--- src/mips_core_macros.svh ---
`ifndef MIPS_CORE_MACROS_SVH
`define MIPS_CORE_MACROS_SVH

`define OP_REG  6'b000000
`define OP_J    6'b000010
`define OP_BGT  6'b000111
`define OP_ADDI 6'b001000
`define OP_SLTI 6'b001010
`define OP_ANDI 6'b001100
`define OP_ORI  6'b001101
`define OP_XORI 6'b001110
`define OP_LW   6'b100011
`define OP_SW   6'b101011
`define OP_HALT 6'b111111

`define FN_NOP  6'b000000
`define FN_SLLV 6'b000100
`define FN_JR   6'b001000
`define FN_ADD  6'b100000
`define FN_SUB  6'b100010
`define FN_AND  6'b100100
`define FN_OR   6'b100101
`define FN_XOR  6'b100110
`define FN_SLT  6'b101010

`define IMEM_DEPTH 256
`define DMEM_DEPTH 256

`define HALT_WORD 32'hffff_ffff

`define CMD_IMEM 1'b0
`define CMD_CTRL 1'b1

`endif

--- src/mips_core_pkg.sv ---
package mips_core_pkg;

	// Data, instruction and byte address words
	typedef logic [31:0] word_t;

	// Register index into the 32 entry register file
	typedef logic [4:0] reg_addr_t;

	// Primary opcode field, instruction bits 31:26
	typedef logic [5:0] op_code_t;

	// Function field of register type instructions, also the ALU select
	typedef logic [5:0] funct_t;

	// Word index into instruction memory
	typedef logic [7:0] imem_addr_t;

	// One instruction is in flight at a time.
	// idle waits for the run bit, fetch loads the instruction register,
	// execute latches the trace entry and retire waits for the handshake.
	typedef enum logic [1:0] {
		idle,
		fetch,
		execute,
		retire
	} seq_state_t;

endpackage

--- src/register_file.sv ---
`timescale 1ns/1ns

module register_file import mips_core_pkg::*; (
	input logic clk,
	input logic rst,
	input reg_addr_t ra_addr,
	input reg_addr_t rb_addr,
	output word_t ra_data,
	output word_t rb_data,
	input logic wr_en,
	input reg_addr_t wr_addr,
	input word_t wr_data
);

	word_t regs [32];

	always_ff @(posedge clk) begin
		if (rst) begin
			for (int i = 0; i < 32; i++) begin
				regs[i] <= 32'd0;
			end
		end else if (wr_en && (wr_addr != 5'd0)) begin
			regs[wr_addr] <= wr_data; // r0 stays zero
		end
	end

	assign ra_data = (ra_addr == 5'd0) ? 32'd0 : regs[ra_addr];
	assign rb_data = (rb_addr == 5'd0) ? 32'd0 : regs[rb_addr];

endmodule

--- config.mk ---
export PLATFORM = sky130hd
export DESIGN_NAME = register_file
export DESIGN_NICKNAME = d
export VERILOG_FILES = /design/src/mips_core_macros.svh /design/src/mips_core_pkg.sv /design/src/register_file.sv
export SDC_FILE = /design/constraint.sdc
export NUM_CORES = 2
export LEC_CHECK = 0
export ABC_AREA = 0
export BUFFER_PORTS_ARGS = -buffer_cell sky130_fd_sc_hd__buf_2
export CORE_ASPECT_RATIO = 0.9
export CORE_UTILIZATION = 50
export CTS_BUF_LIST = sky130_fd_sc_hd__clkbuf_8 sky130_fd_sc_hd__clkbuf_16
export DETAILED_ROUTE_END_ITERATION = 8
export GPL_ROUTABILITY_DRIVEN = 0
export GPL_TIMING_DRIVEN = 0
export PLACE_DENSITY = 0.7
export SETUP_SLACK_MARGIN = 0.4
export SLEW_MARGIN = 5
export SYNTH_ARGS = -nofsm -noshare
export SYNTH_HDL_FRONTEND = slang
export SYNTH_SLANG_ARGS = --single-unit
--- constraint.sdc ---
create_clock -name clk -period 1.8 [get_ports clk]
set_input_delay 0.09 -clock clk [delete_from_list [all_inputs] [get_ports clk]]
set_output_delay 0.09 -clock clk [all_outputs]
set_load 0.1 [all_outputs]
==> results.md <==
- Status: complete, but fails checks
- Failing checks: negative setup slack
- GRT overflow: 0
- Worst vdd ir: 836 uV
- Fillers: slightly below 8000
- Number of port buffers: 107
- Area Growth Syn to Fin: 21.4%
- Min-Delay Path Class: in -> reg
- Post-synth top area cell: edfxtp_1
- Max Cap Viol: 0
- Worst Path Class, Setup: in -> out
- Drt first pass iters: 6
- Max FFs per register: 1024
- Reg with most FFs: regs
- Synthesized area per cell: 15.5 sq um
- Post-Syn Instances: ~3500
- Hold Vio Cnt, Final: 0
- Peak Freq: approximately 350 MHz
- Post-DR vias/cell: around 7.0
- Util after Layout: between 60% and 70%
- Number of max-slew violations in the final report: 0
- Sequential Area: 30700 sq um
- Most common cell after layout, fill and taps aside: edfxtp_1
- Unique masters post-synth: 42
- Largest net degree at the start of global routing: 33
- Share of flip-flops with an asynchronous set or reset: 0%
- TritonCTS buffer count: 106
- H-tree level count: 3
- Leading post-synthesis cells by cell area: edfxtp_1, mux4_2, and2_1, mux2i_1, clkbuf_1
- Metal3 WL: 36100 microns
- Share of the synthesized area in the top cell type: a little under three fifths
- Setup WS post-layout: -1.07 ns
- DRT met1 WL: 74800 microns
- RSZ-0062 raised after global routing: true
- Post-route minimum period: 2.87 ns
- Layout cell share with drive strength beyond 1: 34.4%
- Final setup vio count: 64
- Sequential area share after synthesis: 56.7%
- DRC Markers: 0
- DIE AREA: between 100000 and 150000 sq um
- TritonCTS clock tree: yes
- Area of the multi-input gates: ~25000 sq um
- Seq cells post-synth: 1024
- I/O pins: 114
- Power Density: 951 nW/um^2
- Clock sink count: 1024
- DR iter-0 viols: 6967
- Core ar.: roughly 110000 sq um
- Critical path required time: 1.71 ns
- Critical path startpoint category: input pin
- Die W: 349 microns
- Max_slew headroom: about 8.9%
- Die height: 315 microns
- WL per Instance: 40.0 microns
- Final Non-Filler Cells: 5401
- FP Rows: 114
- Cell Area, Synth: 54300 sq um
- Worst slew pin tran: 1.37 ns
- Detailed-route via count: 37910
- First-pass GRT wire length: 288000 microns
- Setup crit end kind: output port
- Worst-path clk slew: approximately 0.060 ns
- Vias in the first global route: between 30000 and 40000
- Routed wire length: approximately 220000 microns
- Commonest non-fill, non-tap cells in the layout: edfxtp_1, and2_1, mux4_2
- Highest routed metal layer: met5
- DP HPWL: 143000 microns
- Hold Path Origin: rst
- Post-DRT Antenna Nets: 0
- Place WS: -2.00 ns
- # placed instances: 5091
- Leakage: 22.8 nW
- Setup TNS: -59.12 ns
- Final Cycle Share: 160%
- CP max FO: 10
- DR WL met2: 90400 microns
- Initial antenna violation count: 9
- CTS root buffer: clkbuf_16
- Ys Warns: 0
- Top Registers: regs: 1024 flops
- Tot Pwr: about 63 mW
- Crit path from: rb_addr[3]
- EDFF count, synth: a little over 1000
- GRT Resource Usage Total: 38.9%
- CTS Buffer Depth: 3
- Initial core utilization: roughly half
- Most used flip-flop cell after synthesis: edfxtp_1
- Arrival time worst endpoint: about 2.8 ns
- Nets: 3904
## path summary, 6_finish.rpt
kind,end,depth (start not counted)
max,rb_data[17],8
min,regs[31][18],2
## synth_stat cells (3+ instances only)
cell type / n
a211oi_1: 7
a22o_1: 51
a32o_1: 4
nor4_1: 6
and3_1: 3
and2_1: 995
buf_6: 21
a2111oi_1: 41
or2_2: 33
edfxtp_1: 1024
a21oi_1: 12
or3b_2: 4
buf_4: 38
mux2i_1: 150
nand2b_1: 5
a22oi_1: 16
mux4_2: 472
buf_1: 11
buf_2: 46
nand3b_1: 5
o21ai_0: 4
o22ai_1: 103
mux2_2: 30
nor3_1: 54
a221oi_1: 4
clkbuf_1: 271
nor2_1: 36
nor2b_1: 14
a2111oi_0: 14
nand2_1: 7
nand3_1: 5
## stage by stage
stage	area, sq um	hold WS [ns]
2_1_floorplan	56400	0.288
3_3_place_gp	58800	0.426
3_5_place_dp	58800	0.430
4_1_cts	65500	0.0588
5_1_grt	65800	0.0870
6_report	65900	0.110
## routing by layer
layer / track usage, % / vias up
met5: 0.347 / -
met4: 22.1 / 8
met3: 14.9 / 671
met2: 54.2 / 3690
met1: 52.3 / 19166
li1: - / 14375
## logic make-up after synthesis
logic type             count (synthesis)  share of synthesized area (%)
buffers and inverters                389                           3.35
DFF                                 1024                           56.7
other                                  1                        0.00691
and+or+nand+nor                     1177                           13.3
AOI/OAI and AO/OA                    259                           3.65
muxes                                652                           23.0
## final cells by class
| type | instances | share of cell area [%] |
|---|---|---|
| Timing Repair Buffer | 182 | 3.25 |
| Inverter | 2 | 0.0114 |
| Multi-Input combinational cell | 2151 | 38.1 |
| Tap cell | 1450 | 2.75 |
| Clock buffer | 107 | 4.07 |
| Clock inverter | 90 | 1.25 |
| Buffer | 387 | 3.87 |
| Antenna cell | 8 | 0.0304 |
| Sequential cell | 1024 | 46.7 |
## what timing repair did
| item | CTS | global route |
|---|---|---|
| hold buffers | 32 | 0 |
| buffers inserted | 36 | 6 |
| gates resized for setup | 515 | 107 |
| gates cloned | 20 | 11 |
| pin swaps | 163 | 33 |
| setup endpoints to repair | 1716 | 748 |
| endpoints found under the hold margin | 37 | 0 |
## power by group
group	leakage, nW	internal, mW	switching [mW]
clock	1.80	12.9	9.86
combinational	11.3	4.39	7.22
sequential	9.75	27.6	0.707
## worst max-delay path: stages
cell	delay (ns)
buf_2	0.15
buf_2	0.24
nor2b_1	0.18
clkbuf_4	0.49
clkbuf_4	0.59
a2111oi_4	0.21
nor3_4	0.51
buf_12	0.24
(Power assumes the default switching activity.)
