<file path="src/mips_core_macros.svh">
`ifndef MIPS_CORE_MACROS_SVH
`define MIPS_CORE_MACROS_SVH

`define OP_REG  6'b000000
`define OP_J    6'b000010
`define OP_BGT  6'b000111
`define OP_ADDI 6'b001000
`define OP_SLTI 6'b001010
`define OP_ANDI 6'b001100
`define OP_ORI  6'b001101
`define OP_XORI 6'b001110
`define OP_LW   6'b100011
`define OP_SW   6'b101011
`define OP_HALT 6'b111111

`define FN_NOP  6'b000000
`define FN_SLLV 6'b000100
`define FN_JR   6'b001000
`define FN_ADD  6'b100000
`define FN_SUB  6'b100010
`define FN_AND  6'b100100
`define FN_OR   6'b100101
`define FN_XOR  6'b100110
`define FN_SLT  6'b101010

`define IMEM_DEPTH 256
`define DMEM_DEPTH 256

`define HALT_WORD 32'hffff_ffff

`define CMD_IMEM 1'b0
`define CMD_CTRL 1'b1

`endif

</file>
<file path="src/mips_core_pkg.sv">
package mips_core_pkg;

	// Data, instruction and byte address words
	typedef logic [31:0] word_t;

	// Register index into the 32 entry register file
	typedef logic [4:0] reg_addr_t;

	// Primary opcode field, instruction bits 31:26
	typedef logic [5:0] op_code_t;

	// Function field of register type instructions, also the ALU select
	typedef logic [5:0] funct_t;

	// Word index into instruction memory
	typedef logic [7:0] imem_addr_t;

	// One instruction is in flight at a time.
	// idle waits for the run bit, fetch loads the instruction register,
	// execute latches the trace entry and retire waits for the handshake.
	typedef enum logic [1:0] {
		idle,
		fetch,
		execute,
		retire
	} seq_state_t;

endpackage

</file>
<file path="src/alu.sv">
`timescale 1ns/1ns
`include "mips_core_macros.svh"

module alu import mips_core_pkg::*; (
	input word_t a,
	input word_t b,
	input funct_t alu_op,
	output word_t result,
	output logic greater
);

	logic [32:0] diff;
	logic less;

	// Sign extended to 33 bits so the top bit is the signed compare
	assign diff = {a[31], a} - {b[31], b};
	assign less = diff[32];
	assign greater = !diff[32] && (diff[31:0] != 32'd0);

	always_comb begin
		case (alu_op)
			`FN_ADD:  result = a + b;
			`FN_SUB:  result = diff[31:0];
			`FN_AND:  result = a & b;
			`FN_OR:   result = a | b;
			`FN_XOR:  result = a ^ b;
			`FN_SLT:  result = {31'd0, less};
			`FN_SLLV: result = b << a[4:0]; // Shift amount comes from rs
			default:  result = 32'd0;
		endcase
	end

endmodule

</file>
<file path="config.mk">
export PLATFORM = sky130hd
export DESIGN_NAME = alu
export DESIGN_NICKNAME = d
export VERILOG_FILES = /design/src/mips_core_pkg.sv /design/src/alu.sv
export VERILOG_INCLUDE_DIRS = /design/src
export SDC_FILE = /design/constraint.sdc
export NUM_CORES = 1
export LEC_CHECK = 0
export BUFFER_PORTS_ARGS = -buffer_cell sky130_fd_sc_hd__buf_2
export CAP_MARGIN = 10
export CORE_UTILIZATION = 45
export DETAILED_ROUTE_END_ITERATION = 6
export PLACE_DENSITY = 0.73
export SYNTH_ARGS = -nofsm -noshare
export SYNTH_HDL_FRONTEND = slang
export SYNTH_SLANG_ARGS = --single-unit
</file>
<file path="constraint.sdc">
create_clock -name vclk -period 3.9
set_input_delay 0.195 -clock vclk [all_inputs]
set_output_delay 0.195 -clock vclk [all_outputs]
set_load 0.1 [all_outputs]
</file>
==> results.json <==
{
  "status": "finished clean",
  "drt_first_pass_iters": 6,
  "hold_viol_final": 0,
  "avgSynthCellArea_sq_um": 6.87,
  "min_from": "alu_op[3]",
  "synthAdderAreaFrac_pct": 17.7,
  "drive_gt1_share_pct": 21.9,
  "hold_buffers": 0,
  "core-area_sq_um": 15900,
  "syn_inst": 1075,
  "relSlewSlack_pct": 50.8,
  "routed_wl_mm": 29.1,
  "die_h_microns": 130,
  "drcViolationCount": 0,
  "grt_pass1_vias": 8185,
  "dieArea_sq_um": 16900,
  "intPower_w": 0.000528,
  "slowest_stage": "fa_2",
  "diodes": 0,
  "setup-tns-final_ps": 0,
  "dpl.hpwl_mm": 23.7,
  "antenna_found_initial": 0,
  "track_usage_pct": 34.1,
  "drv_slew": 0,
  "p_switching_w": 0.000891,
  "worst-setup-path-type": "primary input to output port",
  "start_util_pct": 46.3,
  "gp_congestion": 1.02,
  "synthXorXnorAreaFrac_pct": 4.27,
  "ant_nets": 0,
  "worstPathCellList": "buf_2, inv_2, ha_1, inv_1, fa_2, nand2b_2, a221oi_2, o31a_1, o21a_1, or3_1, xnor2_1, nor4_1, nand4_1, nor4_2, buf_4, a21oi_4, buf_4",
  "vias": 8883,
  "area_delta_synth_final_pct": 19.5,
  "cp.arrival_ps": 3640,
  "io_buffers": 103,
  "hold_path_depth": 4,
  "synth_top_family_by_area": "compound AO/OA/AOI/OAI gates",
  "yosysUniqueCellTypes": 92,
  "syn_area_sq_um": 7380,
  "cp_slowest_stage_delay_ps": 390,
  "power_frac_comb_pct": 100.0,
  "io_pins": 103,
  "drtIter0Drc": 1051,
  "p_total_w": 0.00142,
  "start_kind": "primary input",
  "grt_setup_unrepaired": "true",
  "viasPerCell": 6.46,
  "hold_slack_ps": 1010,
  "synth_simple_gate_area_share_pct": 20.8,
  "synthMuxAreaShare_pct": 13.1,
  "syn-num-nets": 1248,
  "n_sequential_cell": 0,
  "cts-resized-gates": 0,
  "power.density_nw_per_um2": 161,
  "cp_max_fo": 4,
  "hold_path_class": "primary input to output port",
  "power.leakage_nw": 3.97,
  "fmax_ghz": 0.261,
  "row_count": 46,
  "cp-end-kind": "output port",
  "ff_latch_area_sq_um": 0,
  "synth_compound_area_share_pct": 34.4,
  "overflow": 0,
  "grt_pass1_wl_mm": 44.7,
  "cts_setup_buffers": 0,
  "grt_start_max_net_pins": 47,
  "dieWidth_microns": 130,
  "pwr-share-seq_pct": 0,
  "tightest_slew_ps": 730,
  "critical_path_required_ps": 3700,
  "critPathMostFrequentCell": "buf_4",
  "setup_violations": 0,
  "cap_violations": 0,
  "power_frac_clock_pct": 0,
  "period_share_pct": 98.3,
  "wl_per_cell_microns": 21.2,
  "worstHoldEndpoint": "result[0]",
  "ir_worst_vdd_uv": 80.0,
  "fin_crit_ps": 3830,
  "clockBufferCount": 0,
  "nets": 1335,
  "seq_area_frac_synth_pct": 0,
  "ys_warn_count": 0,
  "sw_frac_of_total_pct": 62.8
}
cell usage after synthesis, types with 5 or more instances:
cell	count	area share [%]
nor2_1	79	4.0
a221o_1	6	0.81
o31ai_1	13	1.3
inv_1	87	4.4
a21o_1	11	1.1
ha_1	101	17
a31oi_1	15	1.3
o21ai_1	11	0.75
mux2_2	5	0.76
o21bai_1	12	1.2
mux4_2	15	4.6
or3_1	11	0.93
a21oi_1	85	5.8
o21a_1	7	0.71
nand2_1	92	4.7
buf_1	15	0.76
o221ai_1	5	0.59
xnor2_1	29	3.4
nor4_1	8	0.68
and2_1	10	0.85
nor3_1	44	3.0
o21ai_0	57	3.9
nand4_1	9	0.76
nor2b_1	12	1.0
nand3_1	15	1.0
inv_2	8	0.41
mux2i_1	57	7.7
clkbuf_1	47	2.4
xor2_1	7	0.83
buf_2	13	0.88
nand2b_1	11	0.93
a211oi_1	26	2.6
a221oi_1	7	0.83
o22ai_1	31	2.6
o211ai_1	11	1.1
a22oi_1	10	1.0
buf_4	7	0.71
worst max-delay path: cells and delay by family:
kind / cells / cell delay, ps
compound gates: 4 / 710
xor+xnor: 1 / 160
fa+ha+maj: 2 / 560
buf+inv: 5 / 660
simple gates: 5 / 1340
final cells by class:
cell class | count | area [sq um]
Timing Repair Buffer | 168 | 1340
Fill cell | 1583 | 7120
Tap cell | 216 | 270
Inverter | 95 | 357
Multi-Input combinational cell | 897 | 6850
worst max-delay path by stage:
stage | to | slack [ps] | from | depth (start not counted)
finish | greater | 70 | a[0] | 17
detailed placement | greater | 50 | a[0] | 17
global placement | greater | 80 | a[0] | 17
global route | greater | -70 | a[0] | 17
CTS | greater | 30 | a[0] | 17
floorplan | result[16] | 3 | a[0] | 14
per-stage QoR:
stage          setup slack, ps  instances  area, sq um  utilization (%)
6_report                  68.0       1376         8820             55.3
5_1_grt                  -74.3       1376         8820             55.3
4_1_cts                   34.8       1376         8800             55.2
3_5_place_dp              45.5       1376         8800             55.2
3_3_place_gp              80.6       1376         8800             55.2
2_1_floorplan             2.75       1075         7600                -
placed cells by master, fill, tap and decap left out, drive strengths merged, types with 29 or more instances in the layout:
master and n:
o21ai 68, a21oi 88, mux2i 57, o22ai 31, xnor2 29, nor2 80
nand2 92, ha 101, nor3 46, buf 168, a211oi 30, inv 95
metal layers:
| layer | up-vias | part of all wire (%) | wire (microns) | track usage (%) |
|---|---|---|---|---|
| li1 | 4122 | - | - | - |
| met1 | 4181 | 42 | 12200 | 46.2 |
| met2 | 512 | 45 | 13000 | 54.1 |
| met3 | 68 | 9.9 | 2890 | 5.74 |
| met4 | 0 | 3.5 | 1030 | 11.8 |
| met5 | - | 0 | 0 | 0 |
kinds of logic (layout without fill, tap and decap cells):
logic type	Yosys count	after routing
AOI/OAI and AO/OA	366	366
and+or+nand+nor	315	315
buffers and inverters	178	263
adders and majority gates	103	103
muxes	77	77
xor gates and xnor gates	36	36
power groups by stage:
stage               clock network (W)  registers, W  logic [W]
global route                        0             0    0.00152
detailed placement                  0             0    0.00138
global placement                    0             0    0.00137
floorplan                           0             0   0.000965
finish                              0             0    0.00142
CTS                                 0             0    0.00139
No activity file was read; power rests on OpenSTA's default activity.
