===== config.mk =====
export PLATFORM = sky130hd
export DESIGN_NAME = control_signals
export DESIGN_NICKNAME = d
export VERILOG_FILES = /design/src/mips_core_pkg.sv /design/src/control_signals.sv
export VERILOG_INCLUDE_DIRS = /design/src
export SDC_FILE = /design/constraint.sdc
export NUM_CORES = 1
export LEC_CHECK = 0
export BUFFER_PORTS_ARGS = -buffer_cell sky130_fd_sc_hd__buf_2
export CAP_MARGIN = 5
export CORE_AREA = 3 3 40 42
export DETAILED_ROUTE_END_ITERATION = 12
export DIE_AREA = 0 0 43 45
export PLACE_DENSITY = 0.59
export SLEW_MARGIN = 20
export SYNTH_ARGS = -nofsm -noshare
export SYNTH_HDL_FRONTEND = slang
export SYNTH_SLANG_ARGS = --single-unit

===== constraint.sdc =====
create_clock -name vclk -period 2.6
set_input_delay 0.52 -clock vclk [all_inputs]
set_output_delay 0.52 -clock vclk [all_outputs]
set_load 0.1 [all_outputs]

===== src/mips_core_macros.svh =====
`ifndef MIPS_CORE_MACROS_SVH
`define MIPS_CORE_MACROS_SVH

`define OP_REG  6'b000000
`define OP_J    6'b000010
`define OP_BGT  6'b000111
`define OP_ADDI 6'b001000
`define OP_SLTI 6'b001010
`define OP_ANDI 6'b001100
`define OP_ORI  6'b001101
`define OP_XORI 6'b001110
`define OP_LW   6'b100011
`define OP_SW   6'b101011
`define OP_HALT 6'b111111

`define FN_NOP  6'b000000
`define FN_SLLV 6'b000100
`define FN_JR   6'b001000
`define FN_ADD  6'b100000
`define FN_SUB  6'b100010
`define FN_AND  6'b100100
`define FN_OR   6'b100101
`define FN_XOR  6'b100110
`define FN_SLT  6'b101010

`define IMEM_DEPTH 256
`define DMEM_DEPTH 256

`define HALT_WORD 32'hffff_ffff

`define CMD_IMEM 1'b0
`define CMD_CTRL 1'b1

`endif


===== src/mips_core_pkg.sv =====
package mips_core_pkg;

	// Data, instruction and byte address words
	typedef logic [31:0] word_t;

	// Register index into the 32 entry register file
	typedef logic [4:0] reg_addr_t;

	// Primary opcode field, instruction bits 31:26
	typedef logic [5:0] op_code_t;

	// Function field of register type instructions, also the ALU select
	typedef logic [5:0] funct_t;

	// Word index into instruction memory
	typedef logic [7:0] imem_addr_t;

	// One instruction is in flight at a time.
	// idle waits for the run bit, fetch loads the instruction register,
	// execute latches the trace entry and retire waits for the handshake.
	typedef enum logic [1:0] {
		idle,
		fetch,
		execute,
		retire
	} seq_state_t;

endpackage


===== src/control_signals.sv =====
`timescale 1ns/1ns
`include "mips_core_macros.svh"

module control_signals import mips_core_pkg::*; (
	input op_code_t op_code,
	input funct_t alu_function,
	output logic reg_dst,
	output logic jump,
	output logic jump_reg,
	output logic branch,
	output logic mem_read,
	output logic mem_write,
	output logic mem_to_reg,
	output logic alu_src,
	output logic reg_write,
	output funct_t alu_op
);

	always_comb begin
		reg_dst = 1'b0;
		jump = 1'b0;
		jump_reg = 1'b0;
		branch = 1'b0;
		mem_read = 1'b0;
		mem_write = 1'b0;
		mem_to_reg = 1'b0;
		alu_src = 1'b0;
		reg_write = 1'b0;
		alu_op = `FN_NOP;

		case (op_code)
			`OP_REG: begin
				reg_dst = 1'b1;
				case (alu_function)
					`FN_JR: begin
						jump = 1'b1;
						jump_reg = 1'b1;
					end
					`FN_ADD, `FN_SUB, `FN_AND, `FN_OR, `FN_XOR, `FN_SLT, `FN_SLLV: begin
						alu_op = alu_function;
						reg_write = 1'b1;
					end
					default: begin
						alu_op = `FN_NOP; // NOP and unknown functions write nothing
					end
				endcase
			end
			`OP_J: begin
				jump = 1'b1;
			end
			`OP_BGT: begin
				branch = 1'b1;
				alu_op = `FN_SUB; // Taken test comes from the ALU compare
			end
			`OP_ADDI: begin
				alu_op = `FN_ADD;
				alu_src = 1'b1;
				reg_write = 1'b1;
			end
			`OP_SLTI: begin
				alu_op = `FN_SLT;
				alu_src = 1'b1;
				reg_write = 1'b1;
			end
			`OP_ANDI: begin
				alu_op = `FN_AND;
				alu_src = 1'b1;
				reg_write = 1'b1;
			end
			`OP_ORI: begin
				alu_op = `FN_OR;
				alu_src = 1'b1;
				reg_write = 1'b1;
			end
			`OP_XORI: begin
				alu_op = `FN_XOR;
				alu_src = 1'b1;
				reg_write = 1'b1;
			end
			`OP_LW: begin
				mem_read = 1'b1;
				mem_to_reg = 1'b1;
				alu_op = `FN_ADD; // Base plus offset
				alu_src = 1'b1;
				reg_write = 1'b1;
			end
			`OP_SW: begin
				mem_write = 1'b1;
				alu_op = `FN_ADD;
				alu_src = 1'b1;
			end
			default: begin
				alu_op = `FN_NOP; // HALT and unknown opcodes do nothing here
			end
		endcase
	end

endmodule


==> impl_metrics.json <==
{
  "ant_nets": 0,
  "postSynthAreaPerCell_um2": 5.97,
  "syn_area_um2": 388,
  "fillers": 117,
  "grt_max_degree": 11,
  "synth_fa_ha_area_share_pct": 0,
  "ff_latch_area_um2": 0,
  "crit_fanout": 8,
  "wl_per_cell_um": 11.8,
  "max_cap_violations": 0,
  "critPathLaunchType": "primary input",
  "routed_via_density": 5.50,
  "row_count": 13,
  "hold_viol": 0,
  "antenna_found_initial": 0,
  "cts-resized-gates": 0,
  "die_area_um2": 1940,
  "overflow": 0,
  "powerDensity_nw_per_um2": 157,
  "cts_hold_buffers": 0,
  "cp_slowest_cell": "or3_4",
  "synth_top_family_by_area": "simple AND/OR/NAND/NOR gates",
  "fin_cells": 101,
  "crit_buf_inv": 2,
  "path_cells": "buf_2, or3_4, nor3_4, o2111ai_1, a21oi_4, buf_12",
  "place_congestion": 0.729,
  "max_freq_ghz": 0.402,
  "start_util_pct": 30.2,
  "arrival_ns": 1.97,
  "routed_wl_mm": 1.19,
  "die_h_um": 45,
  "p_total_w": 0.000121,
  "pin_count": 27,
  "yosys.area.top_type_share_pct": 10.3,
  "grt_pass1_wl_mm": 2.08,
  "drt_iter0_markers": 16,
  "drc": 0,
  "yosysSeqAreaShare_pct": 0,
  "placed_cells": 101,
  "path_delay_family": "simple AND/OR/NAND/NOR gates",
  "multiInputGateArea_um2": 453,
  "synth_compound_area_share_pct": 28.1,
  "grt_pass1_vias": 494,
  "die_w_um": 43,
  "vias": 555,
  "seq_cells": 0,
  "postCtsSetupBuffers": 0,
  "syn_nets": 77,
  "grt_usage_pct": 12.9,
  "place_hpwl_mm": 1.01,
  "synth_top_area_cell": "a21oi_1",
  "max_stage_delay_ns": 0.44,
  "synth.most_common_cell": "a21oi_1",
  "synth-xor-area-share_pct": 0,
  "io_buffers": 26,
  "fin_util_pct": 60.3,
  "cp.required_ns": 2.08,
  "cp-end-kind": "primary output",
  "finalNetCount": 100,
  "antenna_cells": 0,
  "drive_above_1_share_pct": 50.0,
  "synthMuxAreaShare_pct": 0,
  "period_minus_slack_ns": 2.49,
  "synth_commonest_cells": "a21oi_1 (8), nor2_1 (7), inv_1 (4), nand2b_1 (4), nor3_1 (4)",
  "period_share_pct": 95.6,
  "status": "finished clean",
  "p_leak_nw": 0.281,
  "critPathKind": "primary input to primary output",
  "yosysWarnings": 0,
  "synthSimpleGateAreaFrac_pct": 55.2,
  "syn-instance-count": 65,
  "slew_viol_final": 0,
  "drt-pass1-iter-count": 4,
  "peakVddDrop_uv": 70.5,
  "hp-class": "primary input to primary output",
  "setup_viol": 0,
  "fin_setup_tns_ns": 0,
  "synth.distinct_cells": 31,
  "n_clock_buffer": 0,
  "rsz0062_at_grt": "false",
  "synth.area.top_cells": "a21oi_1 (10%), nor2_1 (6.8%), nand2b_1 (6.5%)",
  "core_um2": 1280,
  "area_growth_pct": 99.7
}
==> path summary, 6_finish.rpt <==
kind                  startpoint   endpoint  slack [ns]  depth (start not counted)
worst min-delay path  op_code[1]    reg_dst        1.48                          3
worst max-delay path  op_code[0]  alu_op[1]        0.11                          6
==> final cells by class <==
class,count,area share (%)
inverter,4,1.94
multi-input combinational,55,58.5
timing repair buffer,27,37.2
tap,15,2.42
==> cells in the final DEF (no fill, tap or decap), drive strengths merged, types with 2 or more instances in the layout <==
cell type / synthesis / routed
nor4: 2 / 2
o21ai: 3 / 3
nand2b: 4 / 4
nor2: 7 / 7
nand2: 3 / 3
nand4: 3 / 3
o2111ai: 2 / 2
inv: 4 / 4
nor2b: 2 / 2
nand3: 3 / 3
nor3: 5 / 5
buf: 5 / 27
a21oi: 8 / 8
==> power by group <==
group	switching, W	internal [W]	total (W)
Clock	0	0	0
Combinational	0.0000839	0.0000375	0.000121
Sequential	0	0	0
Total	0.0000839	0.0000375	0.000121
==> tightest hold or removal path, cell delays in order <==
cell and delay, ns:
buf_2 0.19, nor3_2 0.09, buf_12 0.16
==> cell families (layout without fill, tap and decap cells) <==
| family | Yosys count | count (layout) |
|---|---|---|
| AOI/OAI and AO/OA | 18 | 18 |
| buffers and inverters | 10 | 31 |
| other | 1 | 1 |
| and+or+nand+nor | 36 | 36 |
==> metal layers <==
layer	vias to the layer above	global-route usage [%]	share of wire (%)
met3	0	0.797	6.9
met4	0	0	0
met5	-	0	0
li1	280	-	-
met1	258	18.7	44
met2	17	22.5	49
==> per-stage QoR <==
stage / setup WS, ns / cell area, µm² / hold WS (ns)
floorplan: -0.291 / 514 / 1.16
global placement: 0.140 / 774 / 1.49
detailed placement: 0.105 / 774 / 1.49
CTS: 0.103 / 774 / 1.48
global route: 0.0125 / 774 / 1.51
finish: 0.113 / 774 / 1.48
No activity file was read; power rests on OpenSTA's default activity.
