===== src/mips_core_macros.svh =====
`ifndef MIPS_CORE_MACROS_SVH
`define MIPS_CORE_MACROS_SVH

`define OP_REG  6'b000000
`define OP_J    6'b000010
`define OP_BGT  6'b000111
`define OP_ADDI 6'b001000
`define OP_SLTI 6'b001010
`define OP_ANDI 6'b001100
`define OP_ORI  6'b001101
`define OP_XORI 6'b001110
`define OP_LW   6'b100011
`define OP_SW   6'b101011
`define OP_HALT 6'b111111

`define FN_NOP  6'b000000
`define FN_SLLV 6'b000100
`define FN_JR   6'b001000
`define FN_ADD  6'b100000
`define FN_SUB  6'b100010
`define FN_AND  6'b100100
`define FN_OR   6'b100101
`define FN_XOR  6'b100110
`define FN_SLT  6'b101010

`define IMEM_DEPTH 256
`define DMEM_DEPTH 256

`define HALT_WORD 32'hffff_ffff

`define CMD_IMEM 1'b0
`define CMD_CTRL 1'b1

`endif


===== src/mips_core_pkg.sv =====
package mips_core_pkg;

	// Data, instruction and byte address words
	typedef logic [31:0] word_t;

	// Register index into the 32 entry register file
	typedef logic [4:0] reg_addr_t;

	// Primary opcode field, instruction bits 31:26
	typedef logic [5:0] op_code_t;

	// Function field of register type instructions, also the ALU select
	typedef logic [5:0] funct_t;

	// Word index into instruction memory
	typedef logic [7:0] imem_addr_t;

	// One instruction is in flight at a time.
	// idle waits for the run bit, fetch loads the instruction register,
	// execute latches the trace entry and retire waits for the handshake.
	typedef enum logic [1:0] {
		idle,
		fetch,
		execute,
		retire
	} seq_state_t;

endpackage


===== src/host_port_regs.sv =====
`timescale 1ns/1ns
`include "mips_core_macros.svh"

module host_port_regs import mips_core_pkg::*; (
	input logic clk,
	input logic rst,
	input logic cmd_valid,
	input logic cmd_kind,
	input imem_addr_t cmd_addr,
	input word_t cmd_data,
	output logic cmd_ready,
	input logic halt_done,
	output logic run,
	output word_t start_pc,
	output logic imem_we,
	output imem_addr_t imem_waddr,
	output word_t imem_wdata
);

	logic cmd_fire;
	logic ctrl_fire;
	logic imem_fire;

	assign cmd_ready = !run; // Commands are taken only while stopped
	assign cmd_fire = cmd_valid && cmd_ready;
	assign ctrl_fire = cmd_fire && (cmd_kind == `CMD_CTRL);
	assign imem_fire = cmd_fire && (cmd_kind == `CMD_IMEM);

	always_ff @(posedge clk) begin
		if (rst) begin
			run <= 1'b0;
			imem_we <= 1'b0;
		end else begin
			imem_we <= imem_fire;
			if (halt_done) begin
				run <= 1'b0;
			end else if (ctrl_fire) begin
				run <= cmd_data[0];
			end
		end
	end

	always_ff @(posedge clk) begin
		if (imem_fire) begin
			imem_waddr <= cmd_addr;
			imem_wdata <= cmd_data;
		end
		if (ctrl_fire) begin
			start_pc <= {cmd_data[31:2], 2'b00}; // Bit 0 is the run bit
		end
	end

endmodule


===== config.mk =====
export PLATFORM = sky130hd
export DESIGN_NAME = host_port_regs
export DESIGN_NICKNAME = d
export VERILOG_FILES = /design/src/mips_core_pkg.sv /design/src/host_port_regs.sv
export VERILOG_INCLUDE_DIRS = /design/src
export SDC_FILE = /design/constraint.sdc
export NUM_CORES = 1
export LEC_CHECK = 0
export BUFFER_PORTS_ARGS = -buffer_cell sky130_fd_sc_hd__buf_4
export CAP_MARGIN = 25
export CORE_MARGIN = 2
export CORE_UTILIZATION = 30
export DETAILED_ROUTE_END_ITERATION = 8
export GPL_TIMING_DRIVEN = 1
export PLACE_DENSITY = 0.58
export SKIP_LAST_GASP = 1
export SYNTH_ARGS = -nofsm -noshare
export SYNTH_HDL_FRONTEND = slang
export SYNTH_SLANG_ARGS = --single-unit

===== constraint.sdc =====
create_clock -name clk -period 2.9 [get_ports clk]
set_input_delay 0.145 -clock clk [delete_from_list [all_inputs] [get_ports clk]]
set_output_delay 0.145 -clock clk [all_outputs]
set_load 0.02 [all_outputs]

==> summary.txt <==
Outcome
  – Outcome: completed

Synthesis
  – EDFF count, synth: 70
  – Register area share after synthesis: 0.972
  – Adder-Cell Fraction of Synth Area: 0
  – Main combinational cell family by area after synthesis: simple AND/OR/NAND/NOR gates
  – Synth Area per Inst: 27.2 µm²
  – Top cells by count, synth: edfxtp_1 (70), buf_4 (2), dfxtp_1 (2)
  – Synth Area in Compound Gates: 0.00284
  – Syn Inst Count: 81
  – Most common cell in the synthesized netlist: edfxtp_1
  – Area share of xor/xnor cells in the synthesized design: 0
  – Post-synth top area cell: edfxtp_1
  – Asr flop ratio synth: 0
  – Largest cells by area after synthesis: edfxtp_1 (95%), dfxtp_1 (1.8%), buf_4 (0.68%), nor3b_2 (0.57%), and2b_2 (0.40%)
  – Yosys cell types: 10
  – YS warnings: 0
  – Post-Synth Simple-Gate Area: 0.0148
  – Synthesis-stage register bit count: 72
  – Main synth FF type: edfxtp_1
  – Post-synthesis mux area share: 0
  – Synth Cell Area: 2200 µm²
  – Share of the synthesized area in the top cell type: 0.954

STA
  – Pins Over Slew Limit: 0
  – RSZ-0062 raised after global routing: false
  – Fmax: 599 MHz
  – Final Hold Viols: 0
  – Setup_tns: 0 ps
  – Final period util: 0.576
  – Worst Hold Slack: 136 ps
  – Max-slew headroom: 0.453
  – Final setup viols: 0
  – Final min period: 1670 ps
  – Slew @ Worst Pin: 819 ps
  – Skew final: 4.81 ps

Global route
  – GRT Residual Overflow: 0
  – Initial antenna violation count: 0
  – Overall Global Routing Usage: 0.129
  – First-pass GRT wire length: 7760 µm
  – Largest net degree at the start of global routing: 31
  – Number of global-route vias before repair: 1,478

Power and ir drop
  – Power share of the combinational group: 0.103
  – Max VDD drop: 0.290 mV
  – Sequential Power Share: 0.504
  – P_leak: 1.57 nW
  – Clock Power Share: 0.393
  – Cell Int Power: 1.90 mW
  – Sw Share: 0.206
  – Switching power of the nets: 0.492 mW
  – Final Total Pwr: 2.39 mW
  – Pwr Density: 615 nW/µm²

Layout
  – Fill cells: 561
  – P&R area growth vs syn: 76.6%
  – Final non-filler cell total: 356
  – Post-layout util: 0.542
  – Layout cells sized above 1: 0.529
  – # nets final: 297
  – Antenna Cells: 0

Die
  – Initial Util: 0.307
  – Cell Rows: 31
  – Die W: 89.7 µm
  – Die Y: 89.7 µm
  – Core area: 7180 µm²
  – I/O pin count: 120
  – Die Area: 8050 µm²

Critical path
  – R2R Path End: imem_wdata[5]$_DFFE_PP_
  – WP data arrival: 1700 ps
  – Crit path launch: run$_SDFFE_PP0P_
  – Nature of the critical path endpoint: flop
  – Worst reg2reg path startpoint: run$_SDFFE_PP0P_
  – Register-to-register setup slack: 1230 ps
  – Required @ worst endpoint: 2930 ps
  – CP max FO: 27
  – Critical path type: reg2reg
  – Startpoint types: flop
  – Crit path to: imem_wdata[5]$_DFFE_PP_
  – Reg2reg path depth: 2

Clocking
  – Later-pin clock latency in the skew report: 330 ps
  – Hold Buf Count CTS: 42
  – H-tree depth: 3
  – CTS max path bufs: 2
  – Clock Sinks: 72
  – CTS tree: built
  – Setup Fix Bufs, Post-CTS: 0
  – Post-CTS Resized: 0
  – Clk slew on worst S/H paths: 70 ps
  – Root buf cell: clkbuf_8
  – Clock buffer count from CTS: 9

Routing
  – DR vias: 1,405
  – Antenna Nets Post-Route: 0
  – DRC viols: 0
  – DR pass1 iterations: 4
  – Post-Route WL: 4940 µm
  – Per-cell routed wire length: 13.9 µm
  – Vias/cell: 3.95
  – Initial DRC Count: 72

Placed design
  – Placer Congestion: 0.690
  – Port Buffer Count: 117
  – Total placed cells including tap cells: 298

Worst hold path
  – Hold WC Path Type: in2reg

Run
  – Max-cap violations: 0
[state kept, by name, summed over array words and instances, names as in the netlist]
signal / flops
imem_wdata: 32
start_pc: 30
imem_waddr: 8
imem_we: 1
run: 1
[per-layer routing]
metal / GRT usage / wire length (µm) / up-vias
met3: 0.0478 / 414 / 9
met2: 0.201 / 2340 / 84
met1: 0.156 / 2100 / 652
met4: 0.0731 / 86 / 0
li1: - / - / 660
met5: 0 / 0 / -
[cells in the final DEF (no fill, tap or decap)]
cell           synthesis  routed
inv_6                  0       2
conb_1                 1       2
buf_12                 0       1
clkbuf_1               0       1
clkinvlp_4             0       1
buf_4                  2     118
and2b_2                1       1
and3_1                 1       1
nor3b_4                0       1
a31oi_1                1       1
edfxtp_1              70      70
bufinv_16              0       3
dlygate4sd3_1          0      42
dfxtp_1                2       2
clkbuf_8               0       9
inv_1                  1       1
nor3_1                 1       1
[how the worst min path moves through the flow]
stage / startpoint / to / slack [ps] / cells past startpoint
after floorplan: rst / run$_SDFFE_PP0P_ / 220 / 1
after global placement: halt_done / run$_SDFFE_PP0P_ / 310 / 2
after detailed placement: halt_done / run$_SDFFE_PP0P_ / 310 / 2
after CTS: rst / imem_we$_SDFF_PP0_ / 120 / 2
after global routing: rst / imem_we$_SDFF_PP0_ / 120 / 2
final: rst / imem_we$_SDFF_PP0_ / 140 / 2
[worst max-delay path, cell delays in order, from the launching register on]
cell	delay (ps)
dfxtp_1	360
nor3b_4	710
buf_12	280
[layout make-up]
cell class / instances / area [µm²] / area share
Sequential cell: 72 / 2140 / 0.550
Timing Repair Buffer: 161 / 1330 / 0.341
Inverter: 1 / 3.75 / 0.000965
Clock buffer: 10 / 128 / 0.0328
Clock inverter: 6 / 115 / 0.0296
Tap cell: 99 / 124 / 0.0318
Multi-Input combinational cell: 7 / 52.6 / 0.0135
[logic make-up (layout without fill, tap and decap cells)]
group                  after synthesis  count (layout)
flip-flops                          72              72
AO/OA/AOI/OAI                        1               1
other                                1               2
AND/OR/NAND/NOR                      4               4
buffers and inverters                3             178
[through the flow]
step	setup slack, ps	area (µm²)
after floorplan	405	2210
after global placement	1240	3230
after detailed placement	1190	3230
after CTS	1150	3890
after global routing	1100	3890
final	1230	3890
[power by group through the flow]
stage / clock, mW / combinational (mW) / sequential [mW]
floorplan: 0 / 0.0215 / 1.28
global placement: 0 / 0.200 / 1.23
detailed placement: 0 / 0.201 / 1.23
CTS: 0.969 / 0.247 / 1.21
global route: 1.02 / 0.260 / 1.21
finish: 0.941 / 0.245 / 1.21
Power figures use the tool's default switching activity.
